===== config.mk =====
export PLATFORM = sky130hd
export DESIGN_NAME = retire_top
export DESIGN_NICKNAME = d
export VERILOG_FILES = /design/src/hw/rob_entry_pkg.sv /design/src/hw/rob_geom_pkg.sv /design/src/hw/rob_if.sv /design/src/hw/commit_select.sv /design/src/hw/head_ptrs.sv /design/src/hw/retire_top.sv /design/src/hw/rob_store.sv /design/src/hw/rob_tail.sv
export SDC_FILE = /design/constraint.sdc
export NUM_CORES = 1
export LEC_CHECK = 0
export BUFFER_PORTS_ARGS = -buffer_cell sky130_fd_sc_hd__buf_2
export CORE_ASPECT_RATIO = 1.5
export CORE_MARGIN = 2
export CORE_UTILIZATION = 35
export CTS_CLUSTER_DIAMETER = 120
export CTS_CLUSTER_SIZE = 20
export DETAILED_ROUTE_END_ITERATION = 12
export GPL_TIMING_DRIVEN = 0
export RECOVER_POWER = 100
export REMOVE_ABC_BUFFERS = 1
export SLEW_MARGIN = 25
export SYNTH_ARGS = -nofsm -noshare
export SYNTH_HDL_FRONTEND = slang
export SYNTH_SLANG_ARGS = --single-unit

===== constraint.sdc =====
create_clock -name clk -period 8.25 [get_ports clk]
set_clock_uncertainty 0.05 [all_clocks]
set_input_delay 0.825 -clock clk [delete_from_list [all_inputs] [get_ports clk]]
set_output_delay 0.825 -clock clk [all_outputs]
set_load 0.01 [all_outputs]

===== src/hw/rob_entry_pkg.sv =====
// ============================================================
// field types carried by one reorder buffer entry
// only the destination register number travels with an
// instruction in this subsystem
// ============================================================

package rob_entry_pkg;

	// architectural register file holds 32 registers
	localparam int DREG_W = 5;

	// destination architectural register number
	typedef logic [DREG_W-1:0] dreg_t;

	// a retiring entry reports this value on its commit slot, so the
	// width here fixes the flattened commit_dreg width at the top level

endpackage


===== src/hw/rob_geom_pkg.sv =====
// ============================================================
// sizes of the fetch queue and the reorder buffer, together
// with the index, amount and count types built on them
// imported by every block that handles head or tail indices
// ============================================================

package rob_geom_pkg;

	// fetch queue depth and its index width
	localparam int QENTRIES = 8;
	localparam int QIDX_W   = 3;

	// reorder buffer depth and its index width
	localparam int RENTRIES = 16;
	localparam int RIDX_W   = 4;

	// head slots examined for retirement each cycle
	localparam int RSLOTS = 2;

	// the advance amount is four bits wide, as on the fetch side
	localparam int AMT_W = 4;

	// the occupancy count must reach RENTRIES itself
	localparam int CNT_W = 5;

	typedef logic [QIDX_W-1:0] qidx_t;
	typedef logic [RIDX_W-1:0] ridx_t;
	typedef logic [AMT_W-1:0]  amt_t;
	typedef logic [CNT_W-1:0]  cnt_t;

endpackage


===== src/hw/rob_if.sv =====
// ============================================================
// head slot view of the reorder buffer and the commit amount
// head_ptrs supplies the slot indices, rob_store the entry
// status behind them, commit_select the number that retires
// ============================================================

`timescale 1ns/10ps

interface rob_if;
	import rob_geom_pkg::*;
	import rob_entry_pkg::*;

	// buffer index of each head slot, oldest first
	ridx_t slot_idx [RSLOTS];

	// status of the entry behind each head slot
	logic [RSLOTS-1:0] slot_valid;
	logic [RSLOTS-1:0] slot_done;
	dreg_t             slot_dreg [RSLOTS];

	// number of head slots retiring in this cycle
	amt_t ramt;

	// the heads advance by the amount that retired
	modport heads (output slot_idx, input ramt);

	// the store reads entries at the heads and clears the retired ones
	modport store (input slot_idx, input ramt,
		output slot_valid, output slot_done, output slot_dreg);

	// the retire decision looks only at the slot view
	modport select (input slot_valid, input slot_done, input slot_dreg,
		output ramt);

endinterface


===== src/hw/commit_select.sv =====
// ============================================================
// in-order retire decision over the head slots
// a slot retires when it and every older slot are valid and
// done, and the number retiring becomes the commit amount
// ============================================================

`timescale 1ns/10ps

module commit_select (
	rob_if.select                        cs,
	output logic [rob_geom_pkg::RSLOTS-1:0] commit_valid
);
	import rob_geom_pkg::*;

	// stays high while every slot seen so far is ready to retire
	logic run;

	// the scan stops at the first slot that is empty or still waiting,
	// so younger results that came back early wait behind it
	// slot 1 can therefore only retire together with slot 0
	always_comb begin
		run     = 1'b1;
		cs.ramt = '0;
		for (int i = 0; i < RSLOTS; i++) begin
			run             = run & cs.slot_valid[i] & cs.slot_done[i];
			commit_valid[i] = run;
			cs.ramt         = cs.ramt + amt_t'(run);
		end
	end

	// commit_valid is a prefix mask, oldest slot in bit 0, and ramt
	// is its population count
	// the destination register of each slot is taken from the slot
	// view at the top level next to commit_valid

endmodule


===== src/hw/head_ptrs.sv =====
// ============================================================
// rotating head index sets for the fetch queue and for the
// reorder buffer commit slots
// every element moves forward by the amount consumed in the
// cycle and wraps at the depth of its own queue
// ============================================================

`timescale 1ns/10ps

module head_ptrs (
	input  logic                clk,
	input  logic                rst,
	input  rob_geom_pkg::amt_t  q_amt,
	output rob_geom_pkg::qidx_t q_heads [rob_geom_pkg::QENTRIES],
	rob_if.heads                hp
);
	import rob_geom_pkg::*;

	// ========================================================
	// fetch queue heads
	// ========================================================

	// each element starts at its own position, so the set always reads
	// as consecutive indices starting at the oldest queue entry
	always_ff @(posedge clk) begin
		if (rst) begin
			for (int i = 0; i < QENTRIES; i++) begin
				q_heads[i] <= qidx_t'(i);
			end
		end else begin
			// the index is three bits wide, so the sum wraps modulo 8
			for (int i = 0; i < QENTRIES; i++) begin
				q_heads[i] <= q_heads[i] + qidx_t'(q_amt);
			end
		end
	end

	// ========================================================
	// reorder buffer commit slot heads
	// ========================================================

	// slot 0 is the oldest entry and slot 1 the one after it
	always_ff @(posedge clk) begin
		if (rst) begin
			for (int i = 0; i < RSLOTS; i++) begin
				hp.slot_idx[i] <= ridx_t'(i);
			end
		end else begin
			// four bit index wraps modulo RENTRIES
			for (int i = 0; i < RSLOTS; i++) begin
				hp.slot_idx[i] <= hp.slot_idx[i] + ridx_t'(hp.ramt);
			end
		end
	end

endmodule


===== src/hw/retire_top.sv =====
// ============================================================
// top level of the retire pointer subsystem
// dispatch allocates entries at the tail, completions mark
// them done, and up to two retire in order at the head each
// cycle; the fetch queue heads advance by q_amt every cycle
// ============================================================

`timescale 1ns/10ps

module retire_top (
	input  logic                 clk,
	input  logic                 rst,
	input  logic                 dispatch,
	input  rob_entry_pkg::dreg_t dispatch_dreg,
	output logic                 dispatch_ready,
	output rob_geom_pkg::ridx_t  dispatch_tag,
	input  logic                 complete,
	input  rob_geom_pkg::ridx_t  complete_tag,
	input  rob_geom_pkg::amt_t   q_amt,
	output logic [rob_geom_pkg::QENTRIES*rob_geom_pkg::QIDX_W-1:0] q_heads,
	output logic [rob_geom_pkg::RSLOTS-1:0] commit_valid,
	output logic [rob_geom_pkg::RSLOTS*rob_entry_pkg::DREG_W-1:0] commit_dreg,
	output rob_geom_pkg::cnt_t   rob_count
);
	import rob_geom_pkg::*;
	import rob_entry_pkg::*;

	rob_if rif ();

	// dispatch strobe that the buffer actually takes
	logic  accept;
	logic  full;
	qidx_t q_heads_a [QENTRIES];

	// a strobe while the buffer is full is dropped here
	assign dispatch_ready = ~full;
	assign accept         = dispatch & dispatch_ready;

	// ========================================================
	// blocks
	// ========================================================

	head_ptrs u_heads (
		.clk     (clk),
		.rst     (rst),
		.q_amt   (q_amt),
		.q_heads (q_heads_a),
		.hp      (rif.heads)
	);

	rob_tail u_tail (
		.clk    (clk),
		.rst    (rst),
		.accept (accept),
		.ramt   (rif.ramt),
		.tail   (dispatch_tag),
		.count  (rob_count),
		.full   (full)
	);

	rob_store u_store (
		.clk          (clk),
		.rst          (rst),
		.wr           (accept),
		.wr_idx       (dispatch_tag),
		.wr_dreg      (dispatch_dreg),
		.complete     (complete),
		.complete_tag (complete_tag),
		.rs           (rif.store)
	);

	commit_select u_select (
		.cs           (rif.select),
		.commit_valid (commit_valid)
	);

	// ========================================================
	// flattened outputs
	// ========================================================

	// element 0 sits in the lowest bits of each vector
	for (genvar i = 0; i < QENTRIES; i++) begin : g_qh
		assign q_heads[i*QIDX_W +: QIDX_W] = q_heads_a[i];
	end

	for (genvar i = 0; i < RSLOTS; i++) begin : g_cd
		assign commit_dreg[i*DREG_W +: DREG_W] = rif.slot_dreg[i];
	end

endmodule


===== src/hw/rob_store.sv =====
// ============================================================
// entry storage of the reorder buffer
// holds valid, done and destination register for each entry,
// writes new entries, marks completions, clears retired heads
// and presents the head slots through the interface
// ============================================================

`timescale 1ns/10ps

module rob_store (
	input  logic                 clk,
	input  logic                 rst,
	input  logic                 wr,
	input  rob_geom_pkg::ridx_t  wr_idx,
	input  rob_entry_pkg::dreg_t wr_dreg,
	input  logic                 complete,
	input  rob_geom_pkg::ridx_t  complete_tag,
	rob_if.store                 rs
);
	import rob_geom_pkg::*;
	import rob_entry_pkg::*;

	// one status bit per entry for allocation and for completion
	logic [RENTRIES-1:0] valid;
	logic [RENTRIES-1:0] done;

	// destination register of each entry
	dreg_t dreg [RENTRIES];

	// ========================================================
	// entry status
	// ========================================================

	// a write only ever targets the tail, which holds no valid entry
	// unless the buffer is full, and a full buffer accepts no write
	// retire clears only valid entries at the head, so the two updates
	// never meet on the same entry
	always_ff @(posedge clk) begin
		if (rst) begin
			valid <= '0;
			done  <= '0;
		end else begin
			// a new entry starts out waiting for its result
			if (wr) begin
				valid[wr_idx] <= 1'b1;
				done[wr_idx]  <= 1'b0;
			end

			// results for entries that were never dispatched are dropped
			if (complete && valid[complete_tag]) begin
				done[complete_tag] <= 1'b1;
			end

			// the first ramt head slots leave the buffer at this edge
			for (int i = 0; i < RSLOTS; i++) begin
				if (amt_t'(i) < rs.ramt) begin
					valid[rs.slot_idx[i]] <= 1'b0;
				end
			end
		end
	end

	// ========================================================
	// destination register payload
	// ========================================================

	// the payload is only read while valid is set, so it is simply
	// overwritten on each dispatch
	always_ff @(posedge clk) begin
		if (wr) begin
			dreg[wr_idx] <= wr_dreg;
		end
	end

	// ========================================================
	// head slot view
	// ========================================================

	// read straight from the registered entries at the head indices,
	// so the retire decision sees the state as of the last edge
	always_comb begin
		for (int i = 0; i < RSLOTS; i++) begin
			rs.slot_valid[i] = valid[rs.slot_idx[i]];
			rs.slot_done[i]  = done[rs.slot_idx[i]];
			rs.slot_dreg[i]  = dreg[rs.slot_idx[i]];
		end
	end

endmodule


===== src/hw/rob_tail.sv =====
// ============================================================
// allocation side of the reorder buffer
// keeps the dispatch tail index and the number of occupied
// entries, and reports full when all entries are in use
// ============================================================

`timescale 1ns/10ps

module rob_tail (
	input  logic               clk,
	input  logic               rst,
	input  logic               accept,
	input  rob_geom_pkg::amt_t ramt,
	output rob_geom_pkg::ridx_t tail,
	output rob_geom_pkg::cnt_t count,
	output logic               full
);
	import rob_geom_pkg::*;

	// the tail names the entry that the next accepted dispatch fills
	// and moves on by one for each accepted dispatch
	always_ff @(posedge clk) begin
		if (rst) begin
			tail <= '0;
		end else if (accept) begin
			tail <= tail + ridx_t'(1);
		end
	end

	// occupancy rises with a dispatch and falls with the entries that
	// retire in the same cycle
	// both happen in one update, so a full buffer that retires and
	// drops a dispatch in the same cycle still frees its space
	always_ff @(posedge clk) begin
		if (rst) begin
			count <= '0;
		end else begin
			count <= count + cnt_t'(accept) - cnt_t'(ramt);
		end
	end

	// the tail and the oldest head coincide both when empty and when
	// full, so the count tells the two apart
	assign full = (count == cnt_t'(RENTRIES));

endmodule


== Yosys cells after proc, flatten, opt, wreduce, memory -nomap -nowiden ==
Memory sizes are Yosys's and may differ from the RTL's. A register that Yosys moved wholly into a read port is not among the register bits.
Index checks and enable logic that the tools add are counted.

* Bits in registers: 73
* Bits in latches: 0
* RAM bits: 80
* Memory bits (read-only): 0
* Input port bits: 17
* Output and inout bits: 46
* Word-level logic and storage cells: 88
* Memories kept: 1

{| class="wikitable"
|+ Memory list
! memory !! depth !! bits a word !! read ports !! clocked after memory_dff !! write ports !! RTL line !! source
|-
| u_store.dreg || 16 || 5 || 2 || 2 || 1 || rob_store.sv:28 || <nowiki>dreg_t dreg [RENTRIES];</nowiki>
|}

* $add $sub $neg: 14
* $mul: 0
* Divide/modulo/power cells: 0
* $lt $le $gt $ge: 10
* Eq/ne operators: 1
* Shifts and indexed selects: 0
* Muxes and demuxes: 30
* Bitwise operators: 13
* Reductions and logical operators: 5

{| class="wikitable"
|+ Operators with widths
! operator !! count
|-
| two-way mux 16 bit || 8
|-
| AND 16 bit || 3
|-
| NOT 16 bit || 3
|-
| bitwise OR 16 bit || 2
|-
| adder 3 bit || 8
|-
| binary-select mux 1 bit (select 4 bit) || 5
|-
| less-than comparator 4 x 5 -> 1 bit (second input constant) || 4
|-
| demux 1 bit (select 4 bit) || 4
|-
| greater-or-equal comparator 4 x 1 -> 1 bit (second input constant) || 4
|-
| two-way mux 1 bit || 11
|-
| adder 4 bit || 2
|-
| less-than comparator 1 x 4 -> 1 bit (first input constant) || 2
|-
| two-way mux 4 bit || 2
|-
| adder 5 x 1 -> 5 bit || 1
|-
| == test 5 bit (second input constant) || 1
|-
| logical AND 1 bit || 5
|-
| subtractor 5 x 4 -> 5 bit || 1
|-
| adder 4 x 1 -> 4 bit (second input constant) || 1
|-
| AND 1 bit || 4
|-
| adder 1 x 1 -> 2 bit || 1
|-
| NOT 1 bit || 1
|}

== Longest topological paths before layout ==
* Word-level depth: 12
* Depth in mapped cells: 17
* Depth with buffers taken out: 15

== By module ==
A second synthesis with hierarchy kept.

* Cell total of the unflattened synthesis: 602
* Area total of the unflattened synthesis: 7915.1 µm²

{| class="wikitable"
|+ Modules (own cells, without submodules)
! module !! times used !! cells each !! area an instance (µm²) !! sequential area each (µm²)
|-
| rob_store || 1 || 400 || 5823.1 || 3042.9
|-
| head_ptrs || 1 || 135 || 1496.4 || 640.6
|-
| rob_tail || 1 || 58 || 530.5 || 180.2
|-
| commit_select || 1 || 7 || 55.1 || 0.0
|-
| retire_top || 1 || 2 || 10.0 || 0.0
|}

== Least setup slack after synthesis ==
No wires, ideal clock.

* Path type: register to register
* Start: register u_heads.hp.slot_idx[4]
* End: register u_tail.count[4]
* Library setup time: 128 ps
* Arrival: 3185 ps
* Data required time: 8072 ps
* Setup slack: 4888 ps
* Stages on the path, launching flop included: 18
* Path buffers: 3
* Clock period less this slack: 3362 ps
* Path through: dfxtp_1 -> buf_6 -> buf_8 -> buf_2 -> o211ai_1 -> o2111ai_1 -> nand4_1 -> nor4bb_1 -> ha_1 -> ha_1 -> inv_1 -> ha_1 -> fa_1 -> a21oi_1 -> nor2_1 -> nor2_1 -> xnor2_1 -> nor2_1

* Cells in the longest elaborated chain, start to end: 7
* Elaborated cells on any way between the ends: 9
* Those cells by class: 2 x add/sub; 4 x mux; 3 x bitwise

{| class="wikitable"
|+ Ends and longest elaborated chain
! item !! RTL line !! source
|-
| start, declared || rob_if.sv:25 || <nowiki>modport heads (output slot_idx, input ramt);</nowiki>
|-
| start signal, assigned by index || head_ptrs.sv:46 || <nowiki>hp.slot_idx[i] <= ridx_t'(i);</nowiki>
|-
| start signal, assigned by index || head_ptrs.sv:51 || <nowiki>hp.slot_idx[i] <= hp.slot_idx[i] + ridx_t'(hp.ramt);</nowiki>
|-
| binary-select mux 1 bit (select 4 bit) (on tied branches) || rob_store.sv:83, rob_store.sv:84 ||
|-
| two-way mux 1 bit (on tied branches) || rob_store.sv:83, rob_store.sv:84 ||
|-
| AND 1 bit (*) || commit_select.sv:25 || <nowiki>run = run & cs.slot_valid[i] & cs.slot_done[i];</nowiki>
|-
| named net commit_valid (one bit) || retire_top.sv:21 || <nowiki>output logic [rob_geom_pkg::RSLOTS-1:0] commit_valid,</nowiki>
|-
| AND 1 bit (*) (2 in series) || commit_select.sv:25 ||
|-
| named net u_select.run || commit_select.sv:16 || <nowiki>logic run;</nowiki>
|-
| adder 1 x 1 -> 2 bit (*) || commit_select.sv:27 || <nowiki>cs.ramt = cs.ramt + amt_t'(run);</nowiki>
|-
| subtractor 5 x 4 -> 5 bit (*) || rob_tail.sv:38 || <nowiki>count <= count + cnt_t'(accept) - cnt_t'(ramt);</nowiki>
|-
| end signal, assigned || rob_tail.sv:38 ||
|-
| end, declared || rob_tail.sv:15 || <nowiki>output rob_geom_pkg::cnt_t count,</nowiki>
|}

Mark *: on every way through the listed nets, which the timed path passes. The rest lies on a longest branch. The select of a mux whose other input is x is not followed.
A chain may end at the register's enable or synchronous reset.

== Final worst setup path ==
* Start: register u_heads.hp.slot_idx[0]
* End: register u_tail.count[4]

* Cells in the longest elaborated chain, start to end: 6
* Elaborated cells on any way between the ends: 8
* Those cells by class: 2 x add/sub; 4 x mux; 2 x bitwise

{| class="wikitable"
|+ Ends and longest elaborated chain
! item !! RTL line !! source
|-
| binary-select mux 1 bit (select 4 bit) || rob_store.sv:83 || <nowiki>rs.slot_valid[i] = valid[rs.slot_idx[i]];</nowiki>
|-
| two-way mux 1 bit (not written as such) || rob_store.sv:83 ||
|-
| AND 1 bit || commit_select.sv:25 ||
|-
| AND 1 bit (*) || commit_select.sv:25 ||
|-
| adder 1 x 1 -> 2 bit (*) || commit_select.sv:27 ||
|-
| subtractor 5 x 4 -> 5 bit (*) || rob_tail.sv:38 ||
|}

Every way passes the cells marked *; elsewhere a longest branch is shown, timed or not. The select of a mux whose other input is x is not followed.

==> results list <==
- Number of distinct library cell variants in the gate-level netlist after synthesis: 44
* Critical Path Fanout Max: 20
* Met3 Track Usage GR: 3.91%
- Iteration count of the initial detailed-routing pass: 5
* CP Data Required Time: 8.40 ns
* Lkg Pwr: 0.00292 µW
- The worst setup path is launched from a flip-flop.
- CP Data Arrival Time: approximately 5.4 ns
* Most utilized layer in the global route result: met2
- Startpoint of the worst setup timing path: u_heads.hp.slot_idx[0]
- Main synth FF type: sky130_fd_sc_hd__edfxtp_1
* Final Power: 2090 µW
* Sequential element share of the synthesized area: 51.3%
- The later pin in the worst-skew pair is clocked with a latency of 0.42 ns.
- Logic depth of the worst register-to-register path: 15
- For this run, the number of Yosys warnings is 0.
* Total power per unit cell area: 243 nW/µm²
- The die is 184 µm tall.
- Capture point of the critical path: u_tail.count[4]
- Number of hold violations in the final report: 0
- Fill cells: 1941
* Via density: 5.55
* Die Outline Area: 22700 µm²
* Capturing point of the worst reg2reg path: u_tail.count[4]
- Counting the buffers created by CTS gives 17.
- Num ports: 63
* Mean instance size in the synthesized netlist: 13.3 µm²
- Summed over all layers, the routed wires come to ~19 mm.
* Fraction of post-synthesis cell area in the top cell type by area: 31.9%
- After floorplanning, the core was sized to cover between 20000 and 25000 µm².
- Initial DRC count: 416
- For this configuration, the core starts out at a cell density of 35.8%.
- Antenna cells: 0
- Via count: 4995
- Worst-margin pin slew: approximately 3.0 ns
- The synthesized design spends more area on one cell type than any other, namely sky130_fd_sc_hd__edfxtp_1.
* Number of buffers on the longest clock path: 2
* Non-filler instance count after layout: 900
- In this run the post-CTS setup repair buffer count came out at 0.
- Met2 track utilization from global routing: 30.1%
* Failing checks: max-capacitance violations, max-slew violations
- Worst Hold Class: reg2reg
- The net count of the finished layout is 671.
- EDFF count, synth: 80
- Global routing consumed, over all layers together, 17.5% of the routing resources.
* Syn-to-layout area delta: 14.2%
* HPWL after detailed placement: 13.0 mm
- After clock tree synthesis, the clock-pin slew on the worst setup and hold paths is ~0.06 ns.
- Final Slew Violations: 76
- Number of global-route vias before repair: about 5200
- The number of gates resized after CTS was 0.
- For flop-to-flop paths, the worst setup slack is 2.96 ns.
- DRC violations left: 0
* Dpl cells: 868
- Biggest area contributors in the synthesized netlist: sky130_fd_sc_hd__edfxtp_1 (32%), sky130_fd_sc_hd__dfxtp_1 (19%), sky130_fd_sc_hd__mux4_2 (9.6%), sky130_fd_sc_hd__mux4_1 (7.3%), sky130_fd_sc_hd__ha_1 (4.0%)
- Counting every sink on the clock net gives roughly 150.
- Port Buffers: 61
- Entering global routing, the biggest net connects 76 pins.
- Type of destination of the critical path: flip-flop
* Critical path start-end classification: reg2reg
- Across the run, the number of max-cap violations was 1.
- Subtracting the final worst setup slack from the clock period gives approximately 5.3 ns.
- VDD sags by at most between 150 and 200 µV.
* Routability congestion estimate from global placement: around 0.83
- Hold repair after CTS inserted 0 buffers.
* Aggregate global routing overflow: 0
- Clock tree root driver cell: sky130_fd_sc_hd__clkbuf_16
* Post-synthesis cell area: 7530 µm²
- Relative slew slack: -101%
- The die is roughly 120 µm wide.
* Worst hold slack: 0.438 ns
* Highest achievable clock rate: 189 MHz
- Setup violations remaining at the end of the flow were counted as 0.
* Launch instance of the worst min-delay path: u_store.done[0]
- Result of the run: finished, violations left
- Row count: 65
- The worst register-to-register path begins at u_heads.hp.slot_idx[0].
- In the final layout, the share of cells above drive strength 1 is 15.7%.
- Syn Inst Count: between 500 and 600
- Global routing consumed, on the met1 layer, 20.2% of the routing resources.
* H-tree lvl count: 4
* Flip-flop and latch count after synthesis: 153
* Initial antenna violation count: 0
- Setup total negative slack on the finished layout was measured at 0 ns.
* RSZ-0062 raised after global routing: no
- After detailed routing, the average wire length per cell comes to 21.1 µm.
* Final clock period utilization by the worst path: 64.1%
- Once detail routing completed, the nets flagged for antenna violations numbered 0.
* Finished Core Util: slightly above 40%
- TritonCTS clock tree: done
* Global-route wire length before repair: slightly below 30 mm
* Post-synthesis async set-or-reset flop share: 0%
## synth_stat cells (11+ instances only)
cell and number:
sky130_fd_sc_hd__xnor2_1 23, sky130_fd_sc_hd__a21oi_1 26, sky130_fd_sc_hd__nor2_1 41, sky130_fd_sc_hd__inv_1 34, sky130_fd_sc_hd__mux4_2 32, sky130_fd_sc_hd__mux4_1 21, sky130_fd_sc_hd__fa_1 11, sky130_fd_sc_hd__ha_1 24
sky130_fd_sc_hd__nand3_1 15, sky130_fd_sc_hd__dfxtp_1 73, sky130_fd_sc_hd__nor2b_1 14, sky130_fd_sc_hd__nand2b_1 20, sky130_fd_sc_hd__edfxtp_1 80, sky130_fd_sc_hd__nand2_1 26, sky130_fd_sc_hd__o221a_2 14, sky130_fd_sc_hd__clkbuf_1 22
## routing by layer
layer  vias up  share of wire [%]
met5         -                  0
li1       2235                  -
met1      2500                 38
met2       206                 51
met3        54                5.4
met4         0                5.0
## registers in the layout, summed over array words and instances, names as in the netlist
signal               cells
u_store.done            16
u_tail.tail              4
u_tail.count             5
u_heads.hp.slot_idx      8
u_store.dreg            80
u_heads.q_heads         24
u_store.valid           16
## power breakdown
part / switching [µW] / internal, µW / leakage, µW
combinational: 205 / 185 / 0.00131
clock: 315 / 479 / 0.000284
sequential: 50.0 / 855 / 0.00132
## cell usage in the layout, fill, tap and decap left out, types with 12 or more instances in the layout
| cell | instances |
|---|---|
| sky130_fd_sc_hd__mux4_2 | 32 |
| sky130_fd_sc_hd__clkbuf_1 | 57 |
| sky130_fd_sc_hd__nand2_1 | 26 |
| sky130_fd_sc_hd__nor2_1 | 41 |
| sky130_fd_sc_hd__mux4_1 | 21 |
| sky130_fd_sc_hd__buf_2 | 12 |
| sky130_fd_sc_hd__clkbuf_16 | 17 |
| sky130_fd_sc_hd__nand2b_1 | 20 |
| sky130_fd_sc_hd__o221a_2 | 14 |
| sky130_fd_sc_hd__nand3_1 | 15 |
| sky130_fd_sc_hd__inv_1 | 34 |
| sky130_fd_sc_hd__o21ai_0 | 18 |
| sky130_fd_sc_hd__ha_1 | 24 |
| sky130_fd_sc_hd__a21oi_1 | 26 |
| sky130_fd_sc_hd__nor2b_1 | 14 |
| sky130_fd_sc_hd__dfxtp_1 | 71 |
| sky130_fd_sc_hd__edfxtp_1 | 80 |
| sky130_fd_sc_hd__xnor2_1 | 23 |
## final cells by class
class | count | area [µm²] | share of cell area (%)
Timing Repair Buffer | 69 | 322 | 3.74
Inverter | 35 | 131 | 1.53
Clock inverter | 13 | 170 | 1.98
Tap cell | 268 | 335 | 3.90
Multi-Input combinational cell | 343 | 3350 | 38.9
Clock buffer | 19 | 433 | 5.03
Sequential cell | 153 | 3870 | 44.9
## critical path: stages, from the launching register on
cell and delay (ns):
sky130_fd_sc_hd__dfxtp_1 0.96, sky130_fd_sc_hd__clkbuf_1 1.03, sky130_fd_sc_hd__nor2b_1 0.38, sky130_fd_sc_hd__nand3_1 0.12, sky130_fd_sc_hd__o2111ai_1 0.13, sky130_fd_sc_hd__nand2_1 0.10, sky130_fd_sc_hd__nor4bb_1 0.40, sky130_fd_sc_hd__ha_1 0.42
sky130_fd_sc_hd__inv_1 0.15, sky130_fd_sc_hd__ha_1 0.34, sky130_fd_sc_hd__fa_1 0.47, sky130_fd_sc_hd__a21oi_1 0.14, sky130_fd_sc_hd__nor2_1 0.05, sky130_fd_sc_hd__nor2_1 0.13, sky130_fd_sc_hd__xnor2_1 0.14, sky130_fd_sc_hd__nor2_1 0.05
## cells by family after synthesis
| logic type | after synthesis | share of synthesized area (%) |
|---|---|---|
| muxes | 54 | 17.0 |
| xor gates and xnor gates | 27 | 3.14 |
| buffers and inverters | 69 | 4.27 |
| and+or+nand+nor | 149 | 10.1 |
| DFF | 153 | 51.3 |
| AOI/OAI and AO/OA | 78 | 7.27 |
| adders and majority gates | 35 | 6.91 |
## metrics by stage
stage | setup slack (ns) | area [µm²]
detailed placement | 4.13 | 8160
global placement | 3.38 | 7980
CTS | 4.13 | 8760
finish | 2.96 | 8610
global route | 2.37 | 8610
floorplan | 4.08 | 7340
## worst min-delay path by stage
stage,cells past startpoint,to
6_report,2,u_store.done[0]
5_1_grt,2,u_store.done[4]
4_1_cts,2,u_store.done[5]
3_5_place_dp,2,u_store.done[5]
3_3_place_gp,2,u_store.done[5]
2_1_floorplan,2,u_store.done[5]
Power figures use the tool's default switching activity.
